<file path="config.mk">
export PLATFORM = sky130hd
export DESIGN_NAME = fe_imem_arb
export DESIGN_NICKNAME = d
export VERILOG_FILES = /design/src/source/fe_cfg_pkg.sv /design/src/source/fe_types_pkg.sv /design/src/source/fe_imem_arb.sv
export SDC_FILE = /design/constraint.sdc
export NUM_CORES = 1
export LEC_CHECK = 0
export BUFFER_PORTS_ARGS = -buffer_cell sky130_fd_sc_hd__buf_2
export CORE_UTILIZATION = 21
export DETAILED_ROUTE_END_ITERATION = 8
export PLACE_DENSITY_LB_ADDON = 0.1
export REMOVE_ABC_BUFFERS = 1
export SLEW_MARGIN = 10
export SYNTH_ARGS = -nofsm -noshare
export SYNTH_HDL_FRONTEND = slang
export SYNTH_SLANG_ARGS = --single-unit
</file>
<file path="constraint.sdc">
create_clock -name vclk -period 2.4
set_clock_uncertainty 0.15 [all_clocks]
set_input_delay 0.72 -clock vclk [all_inputs]
set_output_delay 0.72 -clock vclk [all_outputs]
set_load 0.1 [all_outputs]
</file>
<file path="src/source/fe_cfg_pkg.sv">
package fe_cfg_pkg;

  // First fetch address after reset
  localparam logic [31:0] RESET_PC = 32'h0000_0000;

  // Instruction memory geometry, in 32-bit words
  localparam int IMEM_WORDS = 256;
  localparam int IMEM_AW = 8;

  // Direct-mapped BTB
  // Index taken from pc[5:2], tag from pc[31:6]
  localparam int BTB_ENTRIES = 16;
  localparam int BTB_IW = 4;

endpackage

</file>
<file path="src/source/fe_types_pkg.sv">
package fe_types_pkg;

  // Byte address and instruction word
  typedef logic [31:0] pc_t;
  typedef logic [31:0] instr_t;

  // Word address into the instruction memory
  typedef logic [fe_cfg_pkg::IMEM_AW-1:0] waddr_t;

  // Next-PC source, lowest to highest priority
  typedef enum logic [1:0] {
    PC_SEL_SEQUENTIAL = 2'd0,
    PC_SEL_PREDICTED  = 2'd1,
    PC_SEL_REDIRECT   = 2'd2
  } pc_sel_t;

  // Back-end redirect strobe
  typedef struct packed {
    logic valid;
    pc_t  tgt;
  } redir_t;

  // Installs a taken branch in the BTB
  typedef struct packed {
    logic valid;
    pc_t  pc;
    pc_t  tgt;
  } btb_upd_t;

  // BTB lookup result for the current pc
  typedef struct packed {
    logic hit;
    pc_t  tgt;
  } btb_pred_t;

  // Program loader write
  typedef struct packed {
    logic   we;
    waddr_t addr;
    instr_t data;
  } load_t;

  // Request on the single memory port
  typedef struct packed {
    logic   en;
    logic   we;
    waddr_t addr;
    instr_t data;
  } mem_req_t;

  // Packet handed to decode
  typedef struct packed {
    logic   valid;
    pc_t    pc;
    instr_t instr;
    logic   pred_taken;
  } fetch_pkt_t;

endpackage

</file>
<file path="src/source/fe_imem_arb.sv">
`timescale 1ns/1ps

module fe_imem_arb (
  input  logic                   fetch_en_i,
  input  fe_types_pkg::pc_t      fetch_addr_i,
  input  fe_types_pkg::load_t    load_i,
  output fe_types_pkg::mem_req_t req_o,
  output logic                   grant_fetch_o
);

  // Loader always wins the port
  assign grant_fetch_o = !load_i.we;

  always_comb begin
    req_o.en   = load_i.we || fetch_en_i;
    req_o.we   = load_i.we;
    req_o.data = load_i.data;
    if (load_i.we) begin
      req_o.addr = load_i.addr;
    end else begin
      // Byte pc to word address, upper bits beyond the memory ignored
      req_o.addr = fetch_addr_i[fe_cfg_pkg::IMEM_AW+1:2];
    end
  end

endmodule

</file>
==> results.py <==
metrics = {
    "run_status": {
        "status": "finished clean",
    },
    "floorplan": {
        "io_pins": 117,
        "dieArea_um2": 2030,
        "die_y_um": 45.0,
        "initial_core_util": 0.225,
        "die_x_um": 45.0,
        "core_um2": 1730,
        "rows": 15,
    },
    "routing": {
        "wl_um": 1990,
        "drt-vias-per-instance": 3.82,
        "wl_per_cell_um": 30.6,
        "ant_nets": 0,
        "drt_iter0_drc": 1,
        "drc": 0,
        "firstDrtPassIters": 2,
        "vias": 248,
    },
    "critical_path": {
        "cp-start-kind": "input port",
        "critPathBufInv": 2,
        "critPathCaptureType": "output port",
        "path_cells": "buf_4 > mux2_4 > buf_12",
        "path_class": "in -> out",
        "cp_slowest_stage_delay_ns": 0.34,
        "crit_fanout": 11,
        "worstPathArrival_ns": 1.42,
        "worstSetupPathDepth": 3,
        "cp_data_required_time_ns": 1.53,
        "crit_family": "buffers and inverters",
        "slowest_stage": "mux2_4",
    },
    "final_layout": {
        "stdcell_count": 65,
        "mostFrequentLayoutCells": "buf_2, buf_12, mux2_4",
        "fin_nets": 116,
        "final_common_cell": "buf_2",
        "seqCellArea_um2": 0,
        "postLayoutCellArea_um2": 482,
        "antenna_cells": 0,
        "area_growth_pct": 23.8,
        "clock_buffers": 0,
        "drive_gt1_frac": 0.950,
        "seq_cell_count": 0,
    },
    "sta": {
        "setup_viol": 0,
        "slew_viol_final": 0,
        "fmax_mhz": 436,
        "worst_slew_pin_slew_ns": 0.178,
        "post-route-min-period_ns": 2.29,
        "finalCritPeriodShare": 0.956,
        "slew_headroom": 0.881,
        "hold_viol": 0,
        "grt_setup_unrepaired": "false",
    },
    "global_routing": {
        "grt_usage": 0.173,
        "grt_pass1_vias": 162,
        "grt-ovfl-total": 0,
        "grt_pass1_wl_um": 2080,
        "grt_max_degree": 12,
        "grt_antenna_before_repair": 0,
    },
    "cts": {
        "post_cts_buffers": 0,
    },
    "logic_synthesis": {
        "synthCells": 44,
        "synth_top_area_share": 0.637,
        "yosysSeqAreaShare": 0,
        "synthTopCellsByArea": "buf_4, mux2_4, buf_6",
        "ys_warn_count": 0,
        "syn-cell-area_um2": 389,
        "avgSynthCellArea_um2": 8.84,
        "synth_top_area_cell": "buf_4",
        "ys_types": 5,
    },
    "power_and_ir_drop": {
        "finalPower_uw": 200,
        "p_leak_uw": 0.000253,
        "irDropWorstVdd_v": 0.000115,
        "power_density_nw_per_um2": 415,
    },
    "min_path": {
        "hp-class": "in -> out",
        "min_path_cells": 0,
    },
    "job": {
        "drv_cap": 0,
    },
    "place": {
        "portBuffers": 29,
        "dp.cells": 65,
        "place_congestion": 0.662,
        "dp_hpwl_um": 1910,
        "placed_area_um2": 479,
    },
}
## path summary, 6_finish.rpt
path                        from        end
worst max-delay path  load_i[40]  req_o[39]
worst min-delay path  load_i[13]  req_o[13]
## cell usage after synthesis
cell type  number
buf_4          33
mux2_4          8
buf_6           1
inv_1           1
or2_1           1
## repair_timing
action                                  4_1_cts  5_1_grt
hold buffers                                  0        0
endpoints found under the setup margin        8        0
resized for setup                             1        0
## layer usage
metal | vias to the layer above | global-route usage | routed length, um
li1 | 97 | - | -
met1 | 108 | 0.0578 | 218
met2 | 41 | 0.412 | 1260
met3 | 2 | 0.144 | 465
met4 | 0 | 0.0303 | 40
met5 | - | 0.0571 | 0
## power by group
part	leakage, uW	switching, uW	internal, uW
logic	0.000253	122	78.2
registers	0	0	0
clock network	0	0	0
## kinds of logic (layout without fill, tap and decap cells)
kind of cell,Yosys count,count (layout),share of synthesized area
mux,8,8,0.309
simple gates,1,1,0.0161
buf+inv,35,31,0.675
## area by class of cell
cell class	count	area (um^2)
Multi-Input combinational cell	9	126
Inverter	1	3.75
Timing Repair Buffer	30	320
Fill cell	190	1240
Tap cell	25	31.3
## metrics by stage
step,TNS [ns],hold WS (ns),setup WS (ns),utilization
final,0,1.29,0.106,0.279
after detailed placement,-0.0462,1.29,-0.00801,0.278
after floorplan,0,1.29,0.124,-
after global routing,0,1.29,0.0805,0.279
after CTS,0,1.29,0.0941,0.279
after global placement,-0.00187,1.29,-0.00187,0.278
Note: power is estimated with default switching activity, not from simulation.
