File: config.mk
export PLATFORM = sky130hd
export DESIGN_NAME = fe_fetch_stage
export DESIGN_NICKNAME = d
export VERILOG_FILES = /design/src/source/fe_cfg_pkg.sv /design/src/source/fe_types_pkg.sv /design/src/source/fe_fetch_stage.sv
export SDC_FILE = /design/constraint.sdc
export NUM_CORES = 1
export LEC_CHECK = 0
export ABC_AREA = 0
export CAP_MARGIN = 25
export CORE_ASPECT_RATIO = 1.1
export CORE_MARGIN = 8
export CORE_UTILIZATION = 45
export CTS_CLUSTER_DIAMETER = 100
export DETAILED_ROUTE_END_ITERATION = 8
export DONT_BUFFER_PORTS = 1
export PLACE_DENSITY = 0.69
export SYNTH_ARGS = -nofsm -noshare
export SYNTH_HDL_FRONTEND = slang
export SYNTH_SLANG_ARGS = --single-unit
File: constraint.sdc
create_clock -name clk -period 2.27 [get_ports clk]
set_input_delay 0.1135 -clock clk [delete_from_list [all_inputs] [get_ports clk]]
set_output_delay 0.1135 -clock clk [all_outputs]
set_load 0.03 [all_outputs]
File: src/source/fe_cfg_pkg.sv
package fe_cfg_pkg;

  // First fetch address after reset
  localparam logic [31:0] RESET_PC = 32'h0000_0000;

  // Instruction memory geometry, in 32-bit words
  localparam int IMEM_WORDS = 256;
  localparam int IMEM_AW = 8;

  // Direct-mapped BTB
  // Index taken from pc[5:2], tag from pc[31:6]
  localparam int BTB_ENTRIES = 16;
  localparam int BTB_IW = 4;

endpackage

File: src/source/fe_types_pkg.sv
package fe_types_pkg;

  // Byte address and instruction word
  typedef logic [31:0] pc_t;
  typedef logic [31:0] instr_t;

  // Word address into the instruction memory
  typedef logic [fe_cfg_pkg::IMEM_AW-1:0] waddr_t;

  // Next-PC source, lowest to highest priority
  typedef enum logic [1:0] {
    PC_SEL_SEQUENTIAL = 2'd0,
    PC_SEL_PREDICTED  = 2'd1,
    PC_SEL_REDIRECT   = 2'd2
  } pc_sel_t;

  // Back-end redirect strobe
  typedef struct packed {
    logic valid;
    pc_t  tgt;
  } redir_t;

  // Installs a taken branch in the BTB
  typedef struct packed {
    logic valid;
    pc_t  pc;
    pc_t  tgt;
  } btb_upd_t;

  // BTB lookup result for the current pc
  typedef struct packed {
    logic hit;
    pc_t  tgt;
  } btb_pred_t;

  // Program loader write
  typedef struct packed {
    logic   we;
    waddr_t addr;
    instr_t data;
  } load_t;

  // Request on the single memory port
  typedef struct packed {
    logic   en;
    logic   we;
    waddr_t addr;
    instr_t data;
  } mem_req_t;

  // Packet handed to decode
  typedef struct packed {
    logic   valid;
    pc_t    pc;
    instr_t instr;
    logic   pred_taken;
  } fetch_pkt_t;

endpackage

File: src/source/fe_fetch_stage.sv
`timescale 1ns/1ps

module fe_fetch_stage (
  input  logic                     clk,
  input  logic                     rst_n,
  input  logic                     stall_i,
  input  logic                     valid_if_i,
  input  fe_types_pkg::pc_t        pc_if_i,
  input  logic                     pred_taken_if_i,
  input  fe_types_pkg::instr_t     rdata_i,
  output fe_types_pkg::fetch_pkt_t fetch_o
);

  logic                 held_q;
  fe_types_pkg::instr_t hold_q;
  fe_types_pkg::instr_t instr;

  // Set from the first stalled edge until decode takes the packet
  always_ff @(posedge clk) begin
    if (!rst_n) begin
      held_q <= 1'b0;
    end else begin
      held_q <= stall_i;
    end
  end

  // Snapshot the word once, when the stall arrives
  always_ff @(posedge clk) begin
    if (stall_i && !held_q) begin
      hold_q <= rdata_i;
    end
  end

  // Held copy while stalled, live memory data otherwise
  assign instr = held_q ? hold_q : rdata_i;

  // Packet assembly
  always_comb begin
    fetch_o.valid      = valid_if_i;
    fetch_o.pc         = pc_if_i;
    fetch_o.instr      = instr;
    fetch_o.pred_taken = pred_taken_if_i;
  end

endmodule

==> flow_summary.yaml <==
clocking:
  cts_made_buffers: 5
  path_clk_slew_ns: 0.06
  clockBufferDepth: 2
  htree_levels: 2
  cts_tree: "built"
  cts.sinks: 33
  post_cts_buffers: 0
  clk_latency_ns: 0.28
  clockRootBuffer: "clkbuf_8"
finish:
  diodes: 0
  final_common_cell: "dlygate4sd3_1"
  drive_above_1_share_pct: 37.8
  fillers: 346
  fin_util_pct: 50.4
  final_cell_mix: "dlygate4sd3_1, edfxtp_1, mux2_4"
  area_delta_synth_final_pct: 10.0
  nets: 179
  fin_cells: 163
die:
  die-area_um2: 6250
  floorplan.rows: 24
  ios: 135
  initial_core_util_pct: 45.8
  die_h_um: 82.1
  core_um2: 3900
  die_w_um: 76.1
hold_path:
  worstHoldPathCells: 0
  min_path_type: "primary input to output pin"
setup_path:
  worstSetupEndpointType: "output pin"
  slowest_stage: "dfxtp_2"
  cp_data_arrival_time_ns: 1.79
  start_kind: "flop"
  required_ns: 2.16
  critPathKind: "flop to output pin"
  cpPeakStageDelay_ns: 0.64
  worst-r2r-cell-count: 2
  worstPathMaxFanout: 18
  path_cells: "buf_4 > mux2_2"
grt:
  grt_pass1_wl_um: 5340
  grt_max_degree: 22
  grt.busiest_layer: "met2"
  grt.overflow.total: 0
  use_met2_pct: 18.1
  grt_use_total_pct: 11.2
  grt.met3_usage_pct: 7.47
  first_global_vias: 981
  gr-usage-met1_pct: 10.8
  antenna_found_initial: 0
timing:
  fin_worst_skew_ns: 0.00423
  slew_headroom_pct: 62.5
  fmax_mhz: 524
  hold_viol: 0
  layout_setup_ws_ns: 0.362
  fin_crit_ns: 1.91
  worstMarginPinSlew_ns: 0.560
  slew_viol_final: 0
  finalSetupTns_ns: 0
  rsz0062_at_grt: "no"
  period_share_pct: 84.0
  setup_viol: 0
detailed_routing:
  ant_nets: 0
  via_per_inst: 5.07
  first_pass_iters: 4
  postRouteWirelength_um: 3610
  drc_errors: 0
  routedWlPerCell_um: 22.1
  drt_first_iter_violations: 18
  via_count: 827
synth:
  yosys_warnings: 0
  synth_top_cell_area_share_pct: 53.7
  ys_seq_elements: 33
  post-synth-top-area-cell: "edfxtp_1"
  ys_top_cells_by_area: "edfxtp_1, mux2_4, buf_4"
  yosysUniqueCellTypes: 9
  synth-seq-area-share_pct: 54.8
  synth_fp_nets: 174
  synth_area_per_cell_um2: 17.0
  syn-cell-area_um2: 1790
  synth_cells: 105
power:
  p_leak_nw: 0.746
  ir_drop_uv: 500
  power_density_nw_per_um2: 702
status:
  outcome: "complete, no violations"
placement:
  place_congestion: 0.644
  dp_cells: 121
  place_worst_setup_slack_ns: 0.551
  port_buffers: 0
flow_run:
  drv_cap: 0
cell families (layout without fill, tap and decap cells):
kind of cell	Yosys count	in the layout	synth area share (%)
buffers and inverters	38	44	18.3
DFF	33	33	54.8
muxes	32	32	26.2
and+or+nand+nor	2	2	0.700
sequential cells by signal (all words and copies together), names as in the netlist:
register	count
held_q	1
hold_q	32
power by group:
group	switching [mW]	leakage [nW]	internal, mW
combinational	0.144	0.388	0.112
sequential	0.0159	0.315	0.708
clock	0.196	0.0430	0.206
total	0.356	0.746	1.03
synthesized netlist by cell type:
cell      count
mux2_2        3
buf_4        34
and2_1        1
buf_6         1
nor2b_1       1
buf_12        3
edfxtp_1     32
mux2_4       29
dfxtp_1       1
cell type report:
class                   instances  area [um^2]  share of cell area [%]
clock inverters                 3         12.5                   0.636
flip-flops and latches         33          982                    49.9
clock buffers                   5         68.8                    3.50
repair buffers                 36          355                    18.1
multi-input cells              34          484                    24.6
well taps                      52         65.1                    3.31
routing by layer:
layer  up-vias  wire, um  part of all wire [%]
met5         -         0                     0
met4         0        79                   2.2
met3        12       471                    13
met2        68      1820                    50
met1       392      1240                    34
li1        355         -                     -
critical path, delay by kind of cell (launching register included):
kind	cells	cell delay [ns]
buffers and inverters	1	0.40
flip-flops	1	0.64
multiplexers	1	0.47
stage by stage:
stage	hold slack (ns)	instance area (um^2)	total power [mW]
floorplan	0.212	1790	1.05
global placement	0.213	1550	0.944
detailed placement	0.213	1550	0.948
CTS	0.227	1970	1.40
global route	0.227	1970	1.44
finish	0.227	1970	1.38
final timing paths:
path | startpoint | end | slack (ns)
max | held_q | fetch_o[32] | 0.36
min | pc_if_i[3] | fetch_o[36] | 0.23
max reg2reg | held_q | hold_q[2] | 0.56
min reg2reg | held_q | hold_q[13] | 1.07
timing repair:
action / in CTS / in global routing
gates resized for setup: 0 / 0
endpoints found under the hold margin: 33 / 0
hold buffers: 34 / 0
Power figures use the tool's default switching activity.
