### config.mk
export PLATFORM = sky130hd
export DESIGN_NAME = fe_btb
export DESIGN_NICKNAME = d
export VERILOG_FILES = /design/src/source/fe_cfg_pkg.sv /design/src/source/fe_types_pkg.sv /design/src/source/fe_btb.sv
export SDC_FILE = /design/constraint.sdc
export NUM_CORES = 1
export LEC_CHECK = 0
export BUFFER_PORTS_ARGS = -buffer_cell sky130_fd_sc_hd__buf_2
export CORE_MARGIN = 3
export CORE_UTILIZATION = 60
export DETAILED_ROUTE_END_ITERATION = 10
export PLACE_DENSITY_LB_ADDON = 0.08
export SLEW_MARGIN = 10
export SYNTH_ARGS = -nofsm -noshare
export SYNTH_HDL_FRONTEND = slang
export SYNTH_SLANG_ARGS = --single-unit
### constraint.sdc
create_clock -name clk -period 16.7 [get_ports clk]
set_input_delay 3.34 -clock clk [delete_from_list [all_inputs] [get_ports clk]]
set_output_delay 3.34 -clock clk [all_outputs]
set_load 0.05 [all_outputs]
### src/source/fe_cfg_pkg.sv
package fe_cfg_pkg;

  // First fetch address after reset
  localparam logic [31:0] RESET_PC = 32'h0000_0000;

  // Instruction memory geometry, in 32-bit words
  localparam int IMEM_WORDS = 256;
  localparam int IMEM_AW = 8;

  // Direct-mapped BTB
  // Index taken from pc[5:2], tag from pc[31:6]
  localparam int BTB_ENTRIES = 16;
  localparam int BTB_IW = 4;

endpackage

### src/source/fe_types_pkg.sv
package fe_types_pkg;

  // Byte address and instruction word
  typedef logic [31:0] pc_t;
  typedef logic [31:0] instr_t;

  // Word address into the instruction memory
  typedef logic [fe_cfg_pkg::IMEM_AW-1:0] waddr_t;

  // Next-PC source, lowest to highest priority
  typedef enum logic [1:0] {
    PC_SEL_SEQUENTIAL = 2'd0,
    PC_SEL_PREDICTED  = 2'd1,
    PC_SEL_REDIRECT   = 2'd2
  } pc_sel_t;

  // Back-end redirect strobe
  typedef struct packed {
    logic valid;
    pc_t  tgt;
  } redir_t;

  // Installs a taken branch in the BTB
  typedef struct packed {
    logic valid;
    pc_t  pc;
    pc_t  tgt;
  } btb_upd_t;

  // BTB lookup result for the current pc
  typedef struct packed {
    logic hit;
    pc_t  tgt;
  } btb_pred_t;

  // Program loader write
  typedef struct packed {
    logic   we;
    waddr_t addr;
    instr_t data;
  } load_t;

  // Request on the single memory port
  typedef struct packed {
    logic   en;
    logic   we;
    waddr_t addr;
    instr_t data;
  } mem_req_t;

  // Packet handed to decode
  typedef struct packed {
    logic   valid;
    pc_t    pc;
    instr_t instr;
    logic   pred_taken;
  } fetch_pkt_t;

endpackage

### src/source/fe_btb.sv
`timescale 1ns/1ps

module fe_btb (
  input  logic                    clk,
  input  logic                    rst_n,
  input  fe_types_pkg::pc_t       pc_i,
  input  fe_types_pkg::btb_upd_t  upd_i,
  output fe_types_pkg::btb_pred_t pred_o
);

  // Per-entry valid bit, tag and target
  logic [fe_cfg_pkg::BTB_ENTRIES-1:0] valid_q;
  logic [31:fe_cfg_pkg::BTB_IW+2]     tag_mem [fe_cfg_pkg::BTB_ENTRIES];
  fe_types_pkg::pc_t                  tgt_mem [fe_cfg_pkg::BTB_ENTRIES];

  logic [fe_cfg_pkg::BTB_IW-1:0] rd_idx;
  logic [fe_cfg_pkg::BTB_IW-1:0] wr_idx;

  // Word-aligned index bits above the byte offset
  assign rd_idx = pc_i[fe_cfg_pkg::BTB_IW+1:2];
  assign wr_idx = upd_i.pc[fe_cfg_pkg::BTB_IW+1:2];

  // Valid bits
  always_ff @(posedge clk) begin
    if (!rst_n) begin
      valid_q <= '0;
    end else if (upd_i.valid) begin
      valid_q[wr_idx] <= 1'b1;
    end
  end

  // Update overwrites whatever sits at the index
  always_ff @(posedge clk) begin
    if (upd_i.valid) begin
      tag_mem[wr_idx] <= upd_i.pc[31:fe_cfg_pkg::BTB_IW+2];
      tgt_mem[wr_idx] <= upd_i.tgt;
    end
  end

  // Combinational lookup on the current pc
  // An aliasing pc with another tag misses
  always_comb begin
    pred_o.hit = valid_q[rd_idx] &&
                 (tag_mem[rd_idx] == pc_i[31:fe_cfg_pkg::BTB_IW+2]);
    pred_o.tgt = tgt_mem[rd_idx];
  end

endmodule

==> impl_metrics.ini <==
[status]
status = complete, no violations

[power_and_ir_drop]
p_leak_uw = 0.01301
power_density_nw_per_um2 = 121.9
ir_drop_uv = 81.67

[timing]
drv_slew = 0
setup_violations = 0
hold_viol_final = 0
tns_ps = 0
rsz0062_at_grt = false
tightest_slew_ps = 1275
period_share = 0.6302
fmax_mhz = 95.01
skew_ps = 0
maxSlewHeadroom = 0.1479
finalCriticalPeriod_ps = 10520

[worst_setup_path]
rrSetupSlack_ps = 16100
rr_worst_depth = 1
crit_required_ps = 13360
endpoint_kind = output port
r2r_start = valid_q[10]
arrival_ps = 7180
critPathMaxFanout = 66
timing.rr.end = valid_q[10]
crit_type = in2out
crit_path_start_kind = input port
cp-startpoint = pc_i[2]

[route]
drc = 0
drtPass1Iterations = 5
vias = 16680
via_per_inst = 6.499
wl_per_cell_um = 30.10
drt_wl_total_mm = 77.25
drt_iter0_drc = 1675
ant_nets = 0

[clock_network]
path_clk_slew_ps = 60
cts_max_level = 3
tritoncts.num_buffers = 93
tritoncts = built
cts_sinks = 944
post_cts_buffers = 0
clock_latency_ps = 640
cts_resized = 0
cts-root-buf = clkbuf_16
cts_max_path_buffers = 3
hold_buffers = 0

[floorplanning]
dieWidth_um = 251.7
ios = 132
floorplan.initialDensity = 0.6103
die_area_um2 = 63360
core-area_um2 = 59350
die_y_um = 251.7
rows = 89

[synth]
yosys_warnings = 0
synthArstFlopShare = 0
synth-seq-area-share = 0.7781
avgSynthCellArea_um2 = 23.69
ys_types = 49
ys_seq_elements = 944
yosys_most_used_dff = edfxtp_1
synth_cells = 1529
synth.net_count = 1628
synth_edf_count = 928
netlist_area_um2 = 36220

[placed_design]
io_buffers = 127
placed_area_um2 = 37810
place_congestion = 0.9182
hpwl_mm = 38.96

[grt]
grt_pass1_wl_mm = 115.0
first_global_vias = 17490
grtUsageTotal = 0.2523
antenna_found_initial = 13
grt_max_degree = 114
grt_overflow = 0

[finish]
drive_above_1_share = 0.3178
final_net_count = 1808
stdcell_area_um2 = 40780
area_delta_synth_final_pct = 12.57
nFillCells = 3636

[job]
drv_cap = 0

[min_path]
hold_path_depth = 1
worstHoldStart = valid_q[6]
min_to = valid_q[6]
min-delay-path-class = reg2reg
## report_power, final
group	internal [uW]	switching, uW	leakage (uW)
Sequential	2650	10.5	0.00851
Combinational	112	180	0.00306
Clock	1170	846	0.00144
## per-layer routing
metal | vias to the layer above | wire, um | track usage
met5 | - | 61 | 0
met4 | 10 | 1617 | 0.06199
met1 | 8971 | 31500 | 0.3568
met2 | 596 | 39190 | 0.4180
met3 | 130 | 4878 | 0.04855
li1 | 6969 | - | -
## worst max-delay path, cell delays in order
cell     delay, ps
buf_8          570
buf_4          900
mux4_2         600
mux2i_1        370
nor2_1          90
a21oi_1        140
nand4_1        130
o41ai_1        350
and4_1         320
buf_2          300
## cell type report
cell class                 count  area [um2]  share of cell area
multi-input combinational    498        7706              0.1890
clock inverter                54       470.5             0.01154
sequential                   944       28190              0.6913
tap                          773       967.2             0.02372
inverter                      15       57.56            0.001412
timing repair buffer         157       887.1             0.02176
clock buffer                 116        2477             0.06076
antenna                        9       22.52           0.0005523
## metrics by stage
stage / util / setup slack (ps) / total power, uW / instances / hold slack (ps)
after floorplan: - / 7853 / 2903 / 1529 / 435.4
after global placement: 0.6370 / 6090 / 2998 / 2387 / 440.6
after detailed placement: 0.6370 / 6110 / 3006 / 2387 / 452.9
after CTS: 0.6866 / 6041 / 5008 / 2557 / 466.4
after global routing: 0.6867 / 5787 / 5120 / 2559 / 472.6
final: 0.6870 / 6175 / 4973 / 2566 / 465.0
## state kept, by name, indices dropped and copies added (netlist names)
name / count
valid_q: 16
tgt_mem: 512
tag_mem: 416
## kinds of logic (layout without fill, tap and decap cells)
kind of cell / Yosys count / after routing / synth area share
flip-flops: 944 / 944 / 0.7781
AO/OA/AOI/OAI: 83 / 83 / 0.01624
multiplexers: 312 / 312 / 0.1771
other: 0 / 9 / 0
AND/OR/NAND/NOR: 82 / 82 / 0.01129
buffers and inverters: 87 / 342 / 0.01216
XOR/XNOR: 21 / 21 / 0.005078
## cell usage in the layout, fill, tap and decap left out, drive strengths merged, types with 2 or more instances in the layout
master and instances:
a22oi 12, nand4 9, clkinv 42, nand3 11, dfxtp 16, clkinvlp 3
xnor2 15, nor3 7, nand2b 2, a221oi 4, o21ai 10, edfxtp 928
nor2b 5, o22a 2, nand3b 2, nor4 3, a22o 3, inv 16
buf 157, o22ai 9, a211oi 2, a21boi 2, a31oi 2, mux2i 48
o21a 16, o221ai 2, and2 2, diode 9, xor2 6, mux4 263
a21oi 10, nor2 20, clkbuf 116, nand2 16, bufinv 8, o2bb2ai 4
## cells in the mapped netlist, types with 4 or more instances
library cell  count  share of area
buf_6             8         0.0025
a21oi_1          10         0.0014
a221oi_1          4        0.00097
clkbuf_1         27         0.0028
o2bb2ai_1         4        0.00097
nand2_1          16         0.0017
buf_2            28         0.0039
buf_4             5         0.0010
a22oi_1          12         0.0025
nor3_1            7        0.00097
nor2b_1           5        0.00086
mux4_2          263           0.16
o21a_1           16         0.0033
nor2_1           20         0.0021
nand3_1          11         0.0015
edfxtp_1        928           0.77
nand4_1           9         0.0016
o22ai_1           9         0.0016
dfxtp_1          16         0.0088
o21ai_0          10         0.0014
mux2i_1          48          0.013
xnor2_1          15         0.0036
inv_1            13         0.0013
buf_1             4        0.00041
xor2_1            6         0.0015
## worst max path at each step
stage / to / slack [ps]
final: pred_o[32] / 6180
after global routing: pred_o[32] / 5790
after CTS: pred_o[32] / 6040
after detailed placement: pred_o[32] / 6110
after global placement: pred_o[32] / 6090
after floorplan: pred_o[10] / 7850
(Power assumes the default switching activity.)
