## config.mk

```make
export PLATFORM = sky130hd
export DESIGN_NAME = fe_pc_stage
export DESIGN_NICKNAME = d
export VERILOG_FILES = /design/src/source/fe_cfg_pkg.sv /design/src/source/fe_types_pkg.sv /design/src/source/fe_pc_stage.sv
export SDC_FILE = /design/constraint.sdc
export NUM_CORES = 1
export LEC_CHECK = 0
export ABC_AREA = 1
export BUFFER_PORTS_ARGS = -buffer_cell sky130_fd_sc_hd__buf_2
export CORE_MARGIN = 2
export CORE_UTILIZATION = 40
export CTS_CLUSTER_DIAMETER = 80
export DETAILED_ROUTE_END_ITERATION = 7
export PLACE_DENSITY = 0.68
export SLEW_MARGIN = 20
export SYNTH_ARGS = -nofsm -noshare
export SYNTH_HDL_FRONTEND = slang
export SYNTH_SLANG_ARGS = --single-unit
```

## constraint.sdc

```tcl
create_clock -name clk -period 1.5 [get_ports clk]
set_clock_uncertainty 0.1 [all_clocks]
set_input_delay 0.15 -clock clk [delete_from_list [all_inputs] [get_ports clk]]
set_output_delay 0.15 -clock clk [all_outputs]
set_load 0.05 [all_outputs]
```

## src/source/fe_cfg_pkg.sv

```systemverilog
package fe_cfg_pkg;

  // First fetch address after reset
  localparam logic [31:0] RESET_PC = 32'h0000_0000;

  // Instruction memory geometry, in 32-bit words
  localparam int IMEM_WORDS = 256;
  localparam int IMEM_AW = 8;

  // Direct-mapped BTB
  // Index taken from pc[5:2], tag from pc[31:6]
  localparam int BTB_ENTRIES = 16;
  localparam int BTB_IW = 4;

endpackage

```

## src/source/fe_types_pkg.sv

```systemverilog
package fe_types_pkg;

  // Byte address and instruction word
  typedef logic [31:0] pc_t;
  typedef logic [31:0] instr_t;

  // Word address into the instruction memory
  typedef logic [fe_cfg_pkg::IMEM_AW-1:0] waddr_t;

  // Next-PC source, lowest to highest priority
  typedef enum logic [1:0] {
    PC_SEL_SEQUENTIAL = 2'd0,
    PC_SEL_PREDICTED  = 2'd1,
    PC_SEL_REDIRECT   = 2'd2
  } pc_sel_t;

  // Back-end redirect strobe
  typedef struct packed {
    logic valid;
    pc_t  tgt;
  } redir_t;

  // Installs a taken branch in the BTB
  typedef struct packed {
    logic valid;
    pc_t  pc;
    pc_t  tgt;
  } btb_upd_t;

  // BTB lookup result for the current pc
  typedef struct packed {
    logic hit;
    pc_t  tgt;
  } btb_pred_t;

  // Program loader write
  typedef struct packed {
    logic   we;
    waddr_t addr;
    instr_t data;
  } load_t;

  // Request on the single memory port
  typedef struct packed {
    logic   en;
    logic   we;
    waddr_t addr;
    instr_t data;
  } mem_req_t;

  // Packet handed to decode
  typedef struct packed {
    logic   valid;
    pc_t    pc;
    instr_t instr;
    logic   pred_taken;
  } fetch_pkt_t;

endpackage

```

## src/source/fe_pc_stage.sv

```systemverilog
`timescale 1ns/1ps

module fe_pc_stage (
  input  logic                  clk,
  input  logic                  rst_n,
  input  logic                  stall_i,
  input  logic                  stall_be_i,
  input  fe_types_pkg::pc_sel_t pc_sel_i,
  input  fe_types_pkg::pc_t     tgt_i,
  input  logic                  pred_hit_i,
  output fe_types_pkg::pc_t     pc_o,
  output fe_types_pkg::pc_t     pc_if_o,
  output logic                  pred_taken_if_o,
  output logic                  valid_if_o
);

  fe_types_pkg::pc_t pc_q;
  fe_types_pkg::pc_t pc_next;
  logic              redir;

  assign redir = (pc_sel_i == fe_types_pkg::PC_SEL_REDIRECT);

  // Next-PC mux
  // Predicted and redirect share one target, picked by the arbiter
  always_comb begin
    case (pc_sel_i)
      fe_types_pkg::PC_SEL_REDIRECT,
      fe_types_pkg::PC_SEL_PREDICTED: pc_next = tgt_i;
      default:                        pc_next = pc_q + 32'd4;
    endcase
  end

  // PC register
  // A redirect is taken even while stalled
  always_ff @(posedge clk) begin
    if (!rst_n) begin
      pc_q <= fe_cfg_pkg::RESET_PC;
    end else if (!stall_i || redir) begin
      pc_q <= pc_next;
    end
  end

  assign pc_o = pc_q;

  // PC/IF metadata loaded on the edge where the memory registers the read
  always_ff @(posedge clk) begin
    if (!stall_i) begin
      pc_if_o <= pc_q;
    end
  end

  always_ff @(posedge clk) begin
    if (!rst_n) begin
      pred_taken_if_o <= 1'b0;
      valid_if_o      <= 1'b0;
    end else if (redir) begin
      // Squash the read issued this cycle, or the held packet under stall
      valid_if_o <= 1'b0;
    end else if (!stall_i) begin
      pred_taken_if_o <= pred_hit_i;
      valid_if_o      <= 1'b1;
    end else if (!stall_be_i) begin
      // Port lost to the loader while decode consumed the packet
      valid_if_o <= 1'b0;
    end
  end

endmodule

```

==> flow_metrics.env, run 1 <==
export IMPL_cts_buffer_depth=2
export IMPL_cts_sinks=66
export IMPL_die_h_um=94.22
export IMPL_cap_violations=0
export IMPL_nets=602
export IMPL_stdcell_count=668
export IMPL_dr_pass1_iters=4
export IMPL_antenna_found_initial=0
export IMPL_fill_cells=703
export IMPL_htree_levels=3
export IMPL_crit_arrival_ps=1690
export IMPL_tightest_slew_ps=555.2
export IMPL_core_area_um2=7807
export IMPL_rsz0062_at_grt="true"
export IMPL_avgSynthCellArea_um2=8.242
export IMPL_drc_errors=0
export IMPL_routed_wl_um=9585
export IMPL_die_w_um=94.22
export IMPL_fmax_mhz=645.0
export IMPL_io_pins=105
export IMPL_drt_iter0_markers=217
export IMPL_holdCritPathClass="input port to flip-flop"
export IMPL_startpoint_type="flip-flop"
export IMPL_antenna_cells=0
export IMPL_synth_largest_area_cell="edfxtp_1"
export IMPL_ir_drop_mv=0.4918
export IMPL_hpwlAfterDp_um=6708
export IMPL_violations="setup timing"
export IMPL_cellPowerDensity_nw_per_um2=1058
export IMPL_finalSetupViolations=5
export IMPL_outcome="finished, violations left"
export IMPL_ys_warn_count=0
export IMPL_root_buffer="clkbuf_8"
export IMPL_leakagePower_nw=2.087
export IMPL_path_max_fanout=6
export IMPL_drt_wirelength_per_cell_um=14.35
export IMPL_synth_seq_cells=66
export IMPL_grt_use_total=0.2166
export IMPL_synth_top_area_share=0.2952
export IMPL_fp_row_count=32
export IMPL_routabilityCongestion=0.8888
export IMPL_grt_overflow_total=0
export IMPL_max_slew_margin=0.6295
export IMPL_fin_crit_sh=1.034
export IMPL_synthCells=395
export IMPL_clk_pin_slew_ps=70
export IMPL_cp_end_kind="flip-flop"
export IMPL_seq_area_frac_synth=0.5042
export IMPL_dp_cells=624
export IMPL_worst_slack_ps=-50.42
export IMPL_numPortBuffers=104
export IMPL_worstSetupPathType="flip-flop to flip-flop"
export IMPL_syn_to_final_growth_pct=46.23
export IMPL_seq_area_um2=1725
export IMPL_grt_pass1_vias=3183
export IMPL_ant_nets=0
export IMPL_period_needed_ps=1550
export IMPL_hold_viol=0
export IMPL_routed_via_count=3331
export IMPL_synth_distinct_cells=33
export IMPL_grt_pass1_wl_um=14890
export IMPL_tritoncts="built"
export IMPL_synthTopCellsByArea="edfxtp_1 (30%), dfxtp_1 (21%), nand2_1 (10%)"
export IMPL_clk_latency_ps=340
export IMPL_start_util=0.4170
export IMPL_fin_total_pwr_mw=5.036
export IMPL_dieArea_um2=8876
export IMPL_grt_start_max_net_pins=34
export IMPL_numCtsBuffers=9
export IMPL_netlist_area_um2=3256
export IMPL_slew_violations=0
export IMPL_vias_per_cell=4.987
export IMPL_syn_num_nets=436
export IMPL_multi_input_area_um2=1524
export IMPL_drive_gt1_frac=0.4346
export IMPL_cp_data_required_time_ps=1640
[placed cells by master, fill, tap and decap left out, types with 10 or more instances in the layout]
| cell type | n |
|---|---|
| nand3_1 | 32 |
| buf_4 | 52 |
| inv_1 | 27 |
| a21oi_1 | 18 |
| o21ai_0 | 13 |
| nor2_1 | 56 |
| dlygate4sd3_1 | 12 |
| nor2_4 | 10 |
| dfxtp_2 | 10 |
| buf_2 | 104 |
| nand2_1 | 85 |
| dfxtp_4 | 19 |
| clkbuf_8 | 11 |
| edfxtp_1 | 32 |
[cells in the mapped netlist, drive strengths merged]
master	n
buf	7
nand2	97
a31oi	2
clkbuf	8
a221oi	1
nor3	10
o221ai	3
or2	1
nand4	8
nor2	76
inv	29
a211oi	7
edfxtp	32
ha	2
o211ai	7
a21oi	19
o21ai	14
and3	1
a311oi	1
nand3	34
and2	2
dfxtp	34
[report_power, final]
part	leakage (nW)	switching [mW]	internal (mW)
Combinational	1.36	0.922	0.386
Clock	0.105	0.692	0.849
Sequential	0.625	0.124	2.06
[registers in the layout, indices dropped and copies added, names as in the netlist]
signal	cells
pc_o	32
pc_if_o	32
pred_taken_if_o	1
valid_if_o	1
[final cells by class]
cell class | instances | share of cell area
multi-input cells | 285 | 0.3201
well taps | 102 | 0.02681
flip-flops and latches | 66 | 0.3624
clock inverters | 5 | 0.01104
clock buffers | 11 | 0.03180
repair buffers | 170 | 0.2250
inverters | 29 | 0.02286
[critical path, cell delays in order, from the launching register on]
cell,delay (ps)
dfxtp_4,370
ha_4,150
nand2_4,60
nor2_4,140
nand2_4,90
nor2_4,160
buf_4,140
nand4_1,80
o211ai_1,100
nor2_1,50
[cells by family after synthesis]
| logic type | share of synthesized area |
|---|---|
| buffers and inverters | 0.06072 |
| AND/OR/NAND/NOR | 0.3259 |
| adder cells (fa/ha/maj) | 0.007685 |
| flip-flops | 0.5042 |
| AO/OA/AOI/OAI | 0.1015 |
[repair_timing]
item | CTS | global route
pin swaps | 0 | 12
hold buffers | 12 | 0
setup buffers | 2 | 14
endpoints found under the setup margin | 7 | 17
gates resized for setup | 5 | 28
endpoints found under the hold margin | 10 | 0
[worst paths after layout]
check / from / to / slack [ps] / cells past startpoint
setup / recovery: pc_o[3] / pc_o[18] / -50 / 9
hold / removal: tgt_i[13] / pc_o[13] / 3 / 3
setup reg to reg: pc_o[3] / pc_o[18] / -50 / 9
hold reg to reg: pc_o[0] / pc_if_o[0] / 360 / 0
[layer usage]
layer / wire length [um] / vias to the layer above / GRT usage
li1: - / 1667 / -
met1: 4110 / 1537 / 0.2742
met2: 4671 / 109 / 0.3565
met3: 628 / 18 / 0.04655
met4: 174 / 0 / 0.09179
met5: 0 / - / 0
[stage by stage]
step           hold slack, ps  instance area (um^2)  TNS, ps  utilization  worst slack (ps)
2_1_floorplan           183.7                  3346   -94.32            -            -33.50
4_1_cts                 1.018                  4572   -41.14       0.5856            -22.53
5_1_grt                 2.925                  4761   -911.9       0.6098            -140.4
6_report                3.145                  4761   -164.4       0.6098            -50.42
3_3_place_gp            275.0                  4215   -355.6       0.5399            -84.81
3_5_place_dp            315.8                  4215   -605.4       0.5399            -85.60
(Power assumes the default switching activity.)
==> inputs of run 2 (changes only) <==
--- a/config.mk
+++ b/config.mk
@@ -11,6 +11,7 @@
 export CORE_UTILIZATION = 40
 export CTS_CLUSTER_DIAMETER = 80
 export DETAILED_ROUTE_END_ITERATION = 7
+export MAX_ROUTING_LAYER = met4
 export PLACE_DENSITY = 0.68
 export SLEW_MARGIN = 20
 export SYNTH_ARGS = -nofsm -noshare
==> constraint.sdc (replaced) <==
create_clock -name clk -period 1.5 [get_ports clk]
set_clock_uncertainty 0.1 [all_clocks]
set_input_delay 0 -clock clk [delete_from_list [all_inputs] [get_ports clk]]
set_output_delay 0 -clock clk [all_outputs]
set_load 0.05 [all_outputs]
==> run 2 against run 1 <==
- the run still ends with setup timing left
- sequential share of layout area fell by 1.3 points
- power fell by 0.12%
- fmax rose by 1.2%
- utilization rose by 2.4 points
- sequential power barely moved
- clock power barely moved
- routed wire length fell by 1.1%
==> flow_metrics.env, run 2 (synthesis results as in run 1) <==
export IMPL_outcome="finished, violations left"
export IMPL_violations="setup timing"
export IMPL_routed_wl_um=9478
export IMPL_die_w_um=94.22
export IMPL_reg2reg_to="pc_o[22]"
export IMPL_worst_slack_ps=-32.70
export IMPL_final_cell_mix="buf_2 (104), nand2_1 (85), nor2_1 (55)"
export IMPL_numCtsBuffers=9
export IMPL_cts_sinks=66
export IMPL_syn_to_final_growth_pct=52.04
export IMPL_leakagePower_nw=2.149
export IMPL_holdWs_ps=60.75
export IMPL_multi_input_area_um2=1531
export IMPL_start_util=0.4170
export IMPL_layout_commonest_cell="buf_2"
export IMPL_fp_row_count=32
export IMPL_drive_gt1_frac=0.4031
export IMPL_drc_errors=0
export IMPL_cp_data_required_time_ps=1600
export IMPL_fin_crit_sh=1.022
export IMPL_crit_chain="ha_4 > nand2_4 > nor2_4 > nand2_4 > nor2_4 > nand2_1 > nand2_1 > nand3_1 > nand2_1 > a21oi_1"
export IMPL_worstSetupPathType="flip-flop to flip-flop"
export IMPL_routabilityCongestion=0.8655
export IMPL_fmax_mhz=652.4
export IMPL_io_pins=105
export IMPL_period_needed_ps=1533
export IMPL_cap_violations=0
export IMPL_grt_start_max_net_pins=34
export IMPL_grt_pass1_vias=3205
export IMPL_clk_pin_slew_ps=80
export IMPL_grt_use_total=0.2277
export IMPL_ir_drop_mv=0.5245
export IMPL_tightest_slew_ps=606.5
export IMPL_hold_viol=0
export IMPL_grt_overflow_total=0
export IMPL_drt_wirelength_per_cell_um=13.84
export IMPL_numPortBuffers=104
export IMPL_antenna_cells=0
export IMPL_cp_end_kind="flip-flop"
export IMPL_fin_tns_setup_ps=-79.07
export IMPL_slowest_delay_ps=370
export IMPL_dr_pass1_iters=4
export IMPL_cp_slowest_cell="dfxtp_4"
export IMPL_finalSetupViolations=4
export IMPL_reg2reg_depth=10
export IMPL_slew_violations=0
export IMPL_grt_pass1_wl_um=15470
export IMPL_die_h_um=94.22
export IMPL_path_max_fanout=6
export IMPL_crit_arrival_ps=1630
export IMPL_tritoncts="built"
export IMPL_htree_levels=3
export IMPL_seq_area_um2=1729
export IMPL_nets=619
export IMPL_dp_worst_setup_slack_ps=-47.10
export IMPL_cellPowerDensity_nw_per_um2=1016
export IMPL_rsz0062_at_grt="true"
export IMPL_startpoint_type="flip-flop"
export IMPL_fin_util=0.6340
export IMPL_min_delay_start="stall_i"
export IMPL_worstHoldPathCells=7
export IMPL_cts_buffer_depth=2
export IMPL_antenna_found_initial=0
export IMPL_holdCritPathClass="input port to flip-flop"
export IMPL_vias_per_cell=4.952
export IMPL_core_area_um2=7807
export IMPL_drt_iter0_markers=213
export IMPL_cpMostUsedCell="nand2_1"
export IMPL_worst_hold_path_endpoint="pc_o[21]"
export IMPL_routed_via_count=3392
export IMPL_ant_nets=0
export IMPL_rr_startpoint="pc_o[3]"
export IMPL_r2r_slack_ps=-30
export IMPL_fill_cells=686
export IMPL_hpwlAfterDp_um=6502
export IMPL_dieArea_um2=8876
export IMPL_max_slew_margin=0.5952
export IMPL_root_buffer="clkbuf_8"
export IMPL_clk_latency_ps=340
## run 2: worst max path at each step
| stage | from | endpoint | slack [ps] | cells past startpoint |
|---|---|---|---|---|
| finish | pc_o[3] | pc_o[22] | -30 | 10 |
| global route | pc_o[7] | pc_o[28] | -160 | 9 |
| CTS | pc_o[3] | pc_o[28] | -30 | 10 |
| detailed placement | pc_o[2] | pc_o[26] | -50 | 10 |
| global placement | pc_o[9] | pc_o[26] | -0.9 | 9 |
| floorplan | pc_o[2] | pc_o[28] | -30 | 10 |
## run 2: repair_timing
action                     in CTS  in global routing
hold buffers                   37                  0
pin swaps                       2                 14
gates resized for setup         3                 34
hold endpoints to repair       34                  0
buffers inserted                5                 13
setup endpoints to repair       5                 20
## run 2: critical path: cells and delay by family (launching register included)
family	cells	cell delay, ps
AOI/OAI and AO/OA	1	60
DFF	1	370
and+or+nand+nor	8	730
adders and majority gates	1	140
## run 2: per-stage QoR
| step | instances | cell area [um^2] | total power, mW |
|---|---|---|---|
| 2_1_floorplan | 395 | 3346 | 3.078 |
| 3_3_place_gp | 614 | 4128 | 3.420 |
| 3_5_place_dp | 614 | 4128 | 3.434 |
| 4_1_cts | 672 | 4746 | 5.029 |
| 5_1_grt | 685 | 4950 | 5.243 |
| 6_report | 685 | 4950 | 5.030 |
## run 2: metal layers
metal	vias up	share of wire	global-route usage
li1	1701	-	-
met1	1567	0.45	0.2998
met2	110	0.48	0.3661
met3	14	0.059	0.03371
met4	0	0.013	0.06643
met5	-	0	-
## run 2: area by class of cell
class | count | area share
multi-input combinational | 285 | 0.3094
tap | 102 | 0.02578
clock buffer | 14 | 0.03286
inverter | 29 | 0.02199
timing repair buffer | 187 | 0.2530
sequential | 66 | 0.3493
clock inverter | 2 | 0.007583
## run 2: report_power, final
part           total [mW]  switching, mW  internal, mW
Combinational        1.32          0.920         0.400
Clock                1.52          0.658         0.862
Sequential           2.19          0.127          2.06
