`config.mk`:
```
export PLATFORM = sky130hd
export DESIGN_NAME = fe_pc_sel
export DESIGN_NICKNAME = d
export VERILOG_FILES = /design/src/source/fe_cfg_pkg.sv /design/src/source/fe_types_pkg.sv /design/src/source/fe_pc_sel.sv
export SDC_FILE = /design/constraint.sdc
export NUM_CORES = 1
export LEC_CHECK = 0
export ABC_CLOCK_PERIOD_IN_PS = 800
export BUFFER_PORTS_ARGS = -buffer_cell sky130_fd_sc_hd__buf_2
export CAP_MARGIN = 0
export CORE_MARGIN = 2
export CORE_UTILIZATION = 25
export DETAILED_ROUTE_END_ITERATION = 6
export PLACE_DENSITY = 0.88
export SYNTH_ARGS = -nofsm -noshare
export SYNTH_HDL_FRONTEND = slang
export SYNTH_SLANG_ARGS = --single-unit
```
`constraint.sdc`:
```
create_clock -name vclk -period 0.8
set_input_delay 0.12 -clock vclk [all_inputs]
set_output_delay 0.12 -clock vclk [all_outputs]
set_load 0.005 [all_outputs]
```
`src/source/fe_cfg_pkg.sv`:
```
package fe_cfg_pkg;

  // First fetch address after reset
  localparam logic [31:0] RESET_PC = 32'h0000_0000;

  // Instruction memory geometry, in 32-bit words
  localparam int IMEM_WORDS = 256;
  localparam int IMEM_AW = 8;

  // Direct-mapped BTB
  // Index taken from pc[5:2], tag from pc[31:6]
  localparam int BTB_ENTRIES = 16;
  localparam int BTB_IW = 4;

endpackage

```
`src/source/fe_types_pkg.sv`:
```
package fe_types_pkg;

  // Byte address and instruction word
  typedef logic [31:0] pc_t;
  typedef logic [31:0] instr_t;

  // Word address into the instruction memory
  typedef logic [fe_cfg_pkg::IMEM_AW-1:0] waddr_t;

  // Next-PC source, lowest to highest priority
  typedef enum logic [1:0] {
    PC_SEL_SEQUENTIAL = 2'd0,
    PC_SEL_PREDICTED  = 2'd1,
    PC_SEL_REDIRECT   = 2'd2
  } pc_sel_t;

  // Back-end redirect strobe
  typedef struct packed {
    logic valid;
    pc_t  tgt;
  } redir_t;

  // Installs a taken branch in the BTB
  typedef struct packed {
    logic valid;
    pc_t  pc;
    pc_t  tgt;
  } btb_upd_t;

  // BTB lookup result for the current pc
  typedef struct packed {
    logic hit;
    pc_t  tgt;
  } btb_pred_t;

  // Program loader write
  typedef struct packed {
    logic   we;
    waddr_t addr;
    instr_t data;
  } load_t;

  // Request on the single memory port
  typedef struct packed {
    logic   en;
    logic   we;
    waddr_t addr;
    instr_t data;
  } mem_req_t;

  // Packet handed to decode
  typedef struct packed {
    logic   valid;
    pc_t    pc;
    instr_t instr;
    logic   pred_taken;
  } fetch_pkt_t;

endpackage

```
`src/source/fe_pc_sel.sv`:
```
`timescale 1ns/1ps

module fe_pc_sel (
  input  fe_types_pkg::redir_t    redir_i,
  input  fe_types_pkg::btb_pred_t btb_pred_i,
  output fe_types_pkg::pc_sel_t   pc_sel_o,
  output fe_types_pkg::pc_t       tgt_o
);

  // Fixed priority
  // Redirect from the back end beats a BTB hit, sequential is the fallback
  always_comb begin
    if (redir_i.valid) begin
      pc_sel_o = fe_types_pkg::PC_SEL_REDIRECT;
      tgt_o    = redir_i.tgt;
    end else if (btb_pred_i.hit) begin
      pc_sel_o = fe_types_pkg::PC_SEL_PREDICTED;
      tgt_o    = btb_pred_i.tgt;
    end else begin
      pc_sel_o = fe_types_pkg::PC_SEL_SEQUENTIAL;
      // Target unused on the sequential path, keep the BTB value
      tgt_o    = btb_pred_i.tgt;
    end
  end

endmodule

```
==> results of run 1 <==
## worst paths after layout
kind	from	to	slack, ps
setup / recovery	redir_i[32]	tgt_o[16]	-140
hold / removal	btb_pred_i[27]	tgt_o[27]	530
## worst max-delay path, stage by stage
cell	delay, ps
buf_16	130
clkbuf_16	160
mux2_4	290
buf_6	110
## power by group through the flow
stage / registers, W / clock network [W] / logic, W
floorplan: 0 / 0 / 0.000312
global placement: 0 / 0 / 0.000563
detailed placement: 0 / 0 / 0.000579
CTS: 0 / 0 / 0.000778
global route: 0 / 0 / 0.000894
finish: 0 / 0 / 0.000843
## metal layers
layer / track usage / wire [microns] / vias to the layer above
met5: 0 / 0 / -
met4: 0 / 0 / 0
met3: 0.0263 / 221 / 0
met2: 0.318 / 1330 / 50
met1: 0.119 / 610 / 338
li1: - / - / 349
## through the flow
step	TNS [ps]	power [W]	instance area, sq um	setup WS (ps)
2_1_floorplan	0	0.000312	554	1.59
3_3_place_gp	-6280	0.000563	1050	-240
3_5_place_dp	-6670	0.000579	1050	-258
4_1_cts	-4030	0.000778	1310	-141
5_1_grt	-4610	0.000894	1400	-157
6_report	-4190	0.000843	1400	-145
## layout make-up
type                       instances  area (sq um)  area share
timing repair buffer             107           878       0.627
multi-input combinational         33           487       0.348
tap                               28          35.0      0.0250
## what timing repair did
action | 4_1_cts | 5_1_grt
gates resized for setup | 33 | 10
endpoints found under the setup margin | 32 | 32
setup buffers | 0 | 1
pin swaps | 0 | 0
cloned | 3 | 1
## kinds of logic after synthesis
| kind of cell | Yosys count |
|---|---|
| multiplexers | 32 |
| AND/OR/NAND/NOR | 1 |
| buffers and inverters | 5 |
## placed cells by master, fill, tap and decap left out, drive strengths merged
master and n:
clkbuf 1, nor2b 1, buf 106, mux2 32
==> impl_metrics.env, run 1 <==
export IMPL_slew_limit_headroom=0.933
export IMPL_synthXorXnorAreaFrac=0
export IMPL_synth_area_leaders="mux2_4 (79%), buf_12 (11%), mux2_2 (6.1%)"
export IMPL_holdWs_ps=527
export IMPL_synth_compound_area_frac=0
export IMPL_drt_pass1_iterations=3
export IMPL_switching_share=0.277
export IMPL_drt_vias_per_instance=4.39
export IMPL_core_sq_um=2150
export IMPL_power_frac_seq=0
export IMPL_hold_path_class="in2out"
export IMPL_port_buffers=100
export IMPL_period_minus_slack_ps=945
export IMPL_yosysMostFrequentCell="mux2_4"
export IMPL_fin_nets=208
export IMPL_drc=0
export IMPL_combPwrFrac=1.000
export IMPL_syn_nets=104
export IMPL_die_h_microns=51.1
export IMPL_end_kind="output pin"
export IMPL_start_util=0.258
export IMPL_wirelength_microns=2160
export IMPL_regArea_sq_um=0
export IMPL_p_sw_w=0.000234
export IMPL_outcome="complete, but fails checks"
export IMPL_nClkBuffers=0
export IMPL_diodes=0
export IMPL_synth_adder_area_share=0
export IMPL_avgSynthCellArea_sq_um=14.6
export IMPL_antenna_found_initial=0
export IMPL_die_width_microns=51.1
export IMPL_hold_viol_final=0
export IMPL_grt_max_degree=10
export IMPL_worst_pin_slew_ps=101
export IMPL_fillers=181
export IMPL_hold_depth=3
export IMPL_synth_cells=38
export IMPL_ys_seq_area_frac=0
export IMPL_placedCellCount=163
export IMPL_detail_route_wl_per_cell_microns=12.9
export IMPL_grt_ovfl_total=0
export IMPL_synth_distinct_cells=6
export IMPL_rsz0062_at_grt="true"
export IMPL_gp_congestion=0.651
export IMPL_post_route_util=0.652
export IMPL_muxShareOfSynthArea=0.847
export IMPL_yosysTopAreaCellShare=0.786
export IMPL_synth_simple_gate_area_frac=0.0113
export IMPL_synth_common_cells="mux2_4 (29), buf_12 (3), mux2_2 (3)"
export IMPL_grt_pass1_vias=726
export IMPL_slew_violations=0
export IMPL_cp_max_fo=7
export IMPL_worst_slack_ps=-145
export IMPL_netlist_area_sq_um=554
export IMPL_postRouteAntennaNets=0
export IMPL_area_growth_pct=153
export IMPL_via_count=737
export IMPL_max_freq_ghz=1.06
export IMPL_synth_top_family_by_area="multiplexers"
export IMPL_yosysWarnings=0
export IMPL_std_cell_rows=17
export IMPL_failed_checks="setup timing"
export IMPL_worstSetupStartpointType="input pin"
export IMPL_seq_cell_count=0
export IMPL_drtIter0Drc=2
export IMPL_drive_gt1_frac=0.993
export IMPL_p_leak_nw=0.810
export IMPL_power_density_nw_per_um2=602
export IMPL_dieArea_sq_um=2610
export IMPL_io_pins=100
export IMPL_power_frac_clock=0
export IMPL_worst_ep_required_time_ps=680
export IMPL_crit_type="in2out"
export IMPL_period_share=1.18
export IMPL_cts_hold_buf=0
export IMPL_crit_arrival_ps=820
export IMPL_final_cells=168
export IMPL_synth_largest_area_cell="mux2_4"
export IMPL_grt_usage=0.137
export IMPL_maxCapViolCount=0
export IMPL_vdd_drop_max_mv=0.342
export IMPL_setup_viol=32
export IMPL_grt_pass1_wl_microns=2860
export IMPL_power_internal_w=0.000609
No activity file was read; power rests on OpenSTA's default activity.
==> run 2, diff against run 1 <==
--- a/config.mk
+++ b/config.mk
@@ -5,13 +5,14 @@
 export SDC_FILE = /design/constraint.sdc
 export NUM_CORES = 1
 export LEC_CHECK = 0
-export ABC_CLOCK_PERIOD_IN_PS = 800
+export ABC_CLOCK_PERIOD_IN_PS = 1200
 export BUFFER_PORTS_ARGS = -buffer_cell sky130_fd_sc_hd__buf_2
 export CAP_MARGIN = 0
 export CORE_MARGIN = 2
-export CORE_UTILIZATION = 25
+export CORE_UTILIZATION = 30
 export DETAILED_ROUTE_END_ITERATION = 6
-export PLACE_DENSITY = 0.88
+export PLACE_DENSITY = 0.95
+export SETUP_SLACK_MARGIN = 0.15
 export SYNTH_ARGS = -nofsm -noshare
 export SYNTH_HDL_FRONTEND = slang
 export SYNTH_SLANG_ARGS = --single-unit
==> constraint.sdc (replaced) <==
create_clock -name vclk -period 1.2
set_input_delay 0.18 -clock vclk [all_inputs]
set_output_delay 0.18 -clock vclk [all_outputs]
set_load 0.005 [all_outputs]
==> run 2 against run 1 <==
Net effect:
- the flow now finishes without violations
- worst setup slack improved by 260 ps
- cell area fell by 3.5%
- flip-flop and latch count did not move
- hold slack improved by 120 ps
- core utilization rose by 13 points
- combinational power fell by 35%
- first-iteration DRC count fell by 100%
- critical path depth did not move
- sequential share of layout area did not move
==> impl_metrics.env, run 2 (synthesis gave the netlist of run 1 again) <==
export IMPL_postRouteAntennaNets=0
export IMPL_worstPathCellList="buf_16 -> clkbuf_16 -> mux2_4 -> buf_6"
export IMPL_via_count=713
export IMPL_detail_route_wl_per_cell_microns=14.7
export IMPL_crit_type="in2out"
export IMPL_drt_vias_per_instance=4.35
export IMPL_hold_viol_final=0
export IMPL_diodes=0
export IMPL_crit_end="tgt_o[11]"
export IMPL_antenna_found_initial=0
export IMPL_grt_pass1_wl_microns=2550
export IMPL_die_width_microns=47.0
export IMPL_die_h_microns=47.0
export IMPL_slew_violations=0
export IMPL_vdd_drop_max_mv=0.255
export IMPL_regArea_sq_um=0
export IMPL_dieArea_sq_um=2210
export IMPL_final_cell_mix="buf_2 (73), mux2_4 (32), buf_6 (26)"
export IMPL_slowest_stage="mux2_4"
export IMPL_crit_buf_inv=3
export IMPL_period_minus_slack_ps=1080
export IMPL_drc=0
export IMPL_outcome="finished clean"
export IMPL_grt_usage=0.154
export IMPL_seq_cell_count=0
export IMPL_grt_pass1_vias=604
export IMPL_cts_hold_buf=0
export IMPL_crit_cells=4
export IMPL_grt_max_degree=12
export IMPL_critical_path_startpoint="redir_i[32]"
export IMPL_cp_max_fo=6
export IMPL_hold_path_class="in2out"
export IMPL_port_buffers=100
export IMPL_drtIter0Drc=0
export IMPL_period_share=0.901
export IMPL_end_kind="output pin"
export IMPL_crit_arrival_ps=900
export IMPL_final_common_cell="buf_2"
export IMPL_setup_viol=0
export IMPL_post_cts_repair_setup_buffers=0
export IMPL_std_cell_rows=15
export IMPL_slew_limit_headroom=0.939
export IMPL_worstSetupStartpointType="input pin"
export IMPL_wirelength_microns=2420
export IMPL_core_sq_um=1730
export IMPL_total_power_w=0.000547
export IMPL_p_leak_nw=0.792
export IMPL_drt_pass1_iterations=1
export IMPL_max_stage_delay_ps=300
export IMPL_nClkBuffers=0
export IMPL_io_pins=100
export IMPL_max_freq_ghz=0.925
export IMPL_gp_congestion=0.692
export IMPL_area_growth_pct=144
export IMPL_rsz0062_at_grt="true"
export IMPL_worst_ep_required_time_ps=1020
export IMPL_grt_ovfl_total=0
export IMPL_worst_pin_slew_ps=90.8
export IMPL_power_density_nw_per_um2=405
export IMPL_drive_gt1_frac=0.993
export IMPL_maxCapViolCount=0
export IMPL_critPathTopFamily="buffers and inverters"
export IMPL_start_util=0.321
export IMPL_finalSetupTns_ps=0
export IMPL_fin_nets=207
[run 2: cell types whose count changed in the layout (fill, tap and decap cells not counted)]
cell / delta
buf_4: -1
buf_2: +6
buf_6: -6
[run 2: timing repair]
item / in CTS / in global routing
endpoints found under the hold margin: 0 / 0
resized for setup: 12 / 28
setup endpoints to repair: 32 / 26
gates cloned: 3 / 1
[run 2: worst min-delay path by stage]
stage	slack, ps	from	to	depth (start not counted)
final	650	redir_i[23]	tgt_o[23]	3
after floorplan	440	redir_i[32]	pc_sel_o[1]	1
after CTS	650	redir_i[23]	tgt_o[23]	3
after detailed placement	650	redir_i[10]	tgt_o[10]	3
after global routing	650	btb_pred_i[27]	tgt_o[27]	3
after global placement	640	btb_pred_i[32]	pc_sel_o[0]	3
[run 2: stage by stage]
stage | cells | cell area, sq um | utilization | hold slack, ps | setup WS (ps)
6_report | 164 | 1350 | 0.783 | 648 | 119
5_1_grt | 164 | 1350 | 0.783 | 654 | 109
4_1_cts | 163 | 1160 | 0.670 | 649 | 136
3_5_place_dp | 160 | 1030 | 0.599 | 653 | 51.2
3_3_place_gp | 160 | 1030 | 0.599 | 643 | 71.9
2_1_floorplan | 38 | 554 | - | 441 | 282
[run 2: layer usage]
metal	track usage	routed length, microns	part of all wire	vias to the layer above
li1	-	-	-	347
met1	0.170	758	0.31	336
met2	0.329	1570	0.65	30
met3	0.0115	84	0.035	0
met4	0	0	0	0
met5	0	0	0	-
[run 2: final cells by class]
cell class / count / area (sq um)
Fill cell: 124 / 375
Multi-Input combinational cell: 33 / 487
Tap cell: 25 / 31.3
Timing Repair Buffer: 106 / 833
[run 2: report_power, final]
group | switching, W | leakage (nW) | total (W) | internal (W)
logic | 0.000159 | 0.792 | 0.000547 | 0.000388
clock network | 0 | 0 | 0 | 0
registers | 0 | 0 | 0 | 0
==> run 3, diff against run 2 <==
--- a/config.mk
+++ b/config.mk
@@ -6,12 +6,12 @@
 export NUM_CORES = 1
 export LEC_CHECK = 0
 export ABC_CLOCK_PERIOD_IN_PS = 1200
-export BUFFER_PORTS_ARGS = -buffer_cell sky130_fd_sc_hd__buf_2
 export CAP_MARGIN = 0
-export CORE_MARGIN = 2
-export CORE_UTILIZATION = 30
+export CORE_AREA = 2 2 39 41
 export DETAILED_ROUTE_END_ITERATION = 6
-export PLACE_DENSITY = 0.95
+export DIE_AREA = 0 0 41 43
+export DONT_BUFFER_PORTS = 1
+export PLACE_DENSITY = 0.64
 export SETUP_SLACK_MARGIN = 0.15
 export SYNTH_ARGS = -nofsm -noshare
 export SYNTH_HDL_FRONTEND = slang
==> constraint.sdc (replaced) <==
create_clock -name vclk -period 1.2
set_input_delay 0.18 -clock vclk [all_inputs]
set_output_delay 0.18 -clock vclk [all_outputs]
set_load 0.05 [all_outputs]
==> run 3 against run 2 <==
Net effect:
- sequential share of layout area stayed put
- hold slack worse by 290 ps
- final cell count is 70% lower
- critical endpoint is now tgt_o[31]
- combinational power is 12% lower
- non-clock buffer count is 106 lower
- global-route usage is 1.2 points lower
- power is 12% lower
- core utilization is 42 points lower
- first-iteration DRC count stayed put
==> impl_metrics.env, run 3 (synthesis gave the netlist of run 1 again) <==
export IMPL_via_count=331
export IMPL_fillers=137
export IMPL_p_leak_nw=0.257
export IMPL_max_freq_ghz=1.24
export IMPL_cts_hold_buf=0
export IMPL_post_cts_repair_setup_buffers=0
export IMPL_nClkBuffers=0
export IMPL_period_minus_slack_ps=805
export IMPL_diodes=0
export IMPL_start_util=0.401
export IMPL_grt_max_degree=35
export IMPL_drtIter0Drc=0
export IMPL_hold_viol_final=0
export IMPL_slew_violations=0
export IMPL_port_buffers=0
export IMPL_hold_path_class="in2out"
export IMPL_end_kind="output pin"
export IMPL_outcome="finished clean"
export IMPL_power_density_nw_per_um2=957
export IMPL_crit_arrival_ps=630
export IMPL_seq_cell_count=0
export IMPL_max_stage_delay_ps=440
export IMPL_std_cell_rows=14
export IMPL_final_cell_mix="mux2_4 (29), mux2_2 (3), nor2b_4 (1)"
export IMPL_rsz0062_at_grt="false"
export IMPL_gp_congestion=0.747
export IMPL_setup_viol=0
export IMPL_maxCapViolCount=0
export IMPL_critPathTopFamily="multiplexers"
export IMPL_area_growth_pct=-9.26
export IMPL_crit_buf_inv=0
export IMPL_grt_pass1_vias=333
export IMPL_drc=0
export IMPL_dieArea_sq_um=1760
export IMPL_drt_vias_per_instance=6.76
export IMPL_worstSetupStartpointType="input pin"
export IMPL_worstPathCellList="mux2_2"
export IMPL_slew_limit_headroom=0.784
export IMPL_detail_route_wl_per_cell_microns=30.2
export IMPL_fin_nets=101
export IMPL_final_cells=49
export IMPL_vdd_drop_max_mv=0.246
export IMPL_die_h_microns=43
export IMPL_postRouteAntennaNets=0
export IMPL_finalSetupTns_ps=0
export IMPL_worst_pin_slew_ps=323
export IMPL_drt_pass1_iterations=1
export IMPL_place_ws_ps=398
export IMPL_grt_usage=0.142
export IMPL_io_pins=100
export IMPL_crit_type="in2out"
export IMPL_final_common_cell="mux2_4"
export IMPL_drive_gt1_frac=1.00
export IMPL_grt_pass1_wl_microns=1690
export IMPL_regArea_sq_um=0
export IMPL_worst_ep_required_time_ps=1020
export IMPL_placedCellCount=49
export IMPL_worst_slack_ps=395
export IMPL_slowest_stage="mux2_2"
export IMPL_wirelength_microns=1480
export IMPL_die_width_microns=41
export IMPL_period_share=0.671
export IMPL_core_sq_um=1380
export IMPL_cp_max_fo=34
export IMPL_cts_resized=0
export IMPL_grt_ovfl_total=0
export IMPL_antenna_found_initial=0
-- run 3: cell count changes in the layout (fill, tap and decap cells not counted) --
cell       change
clkbuf_16      -1
buf_16         -4
buf_12         -2
nor2b_1        -1
mux2_2         +3
nor2b_4        +1
mux2_4         -3
buf_2         -73
buf_6         -26
-- run 3: where the power goes --
part | switching [W] | internal (W)
clock | 0 | 0
combinational | 0.000342 | 0.000140
sequential | 0 | 0
-- run 3: final timing paths --
check  cells after the start           to  slack [ps]   startpoint
max                        1    tgt_o[31]         390  redir_i[32]
min                        0  pc_sel_o[1]         360  redir_i[32]
-- run 3: final cells by class --
type | count | area [sq um] | share of cell area
multi-input combinational | 33 | 483 | 0.960
tap | 16 | 20.0 | 0.0398
-- run 3: routing by layer --
layer / share of wire / track usage / routed length, microns / vias up
li1: - / - / - / 131
met1: 0.28 / 0.130 / 416 / 141
met2: 0.59 / 0.297 / 872 / 59
met3: 0.13 / 0.0314 / 194 / 0
met4: 0 / 0 / 0 / 0
met5: 0 / 0 / 0 / -
-- run 3: metrics by stage --
| stage | area [sq um] | util | hold WS (ps) | power, W |
|---|---|---|---|---|
| floorplan | 562 | - | 517 | 0.000529 |
| global placement | 503 | 0.363 | 362 | 0.000485 |
| detailed placement | 503 | 0.363 | 362 | 0.000484 |
| CTS | 503 | 0.363 | 362 | 0.000484 |
| global route | 503 | 0.363 | 361 | 0.000491 |
| finish | 503 | 0.363 | 362 | 0.000482 |
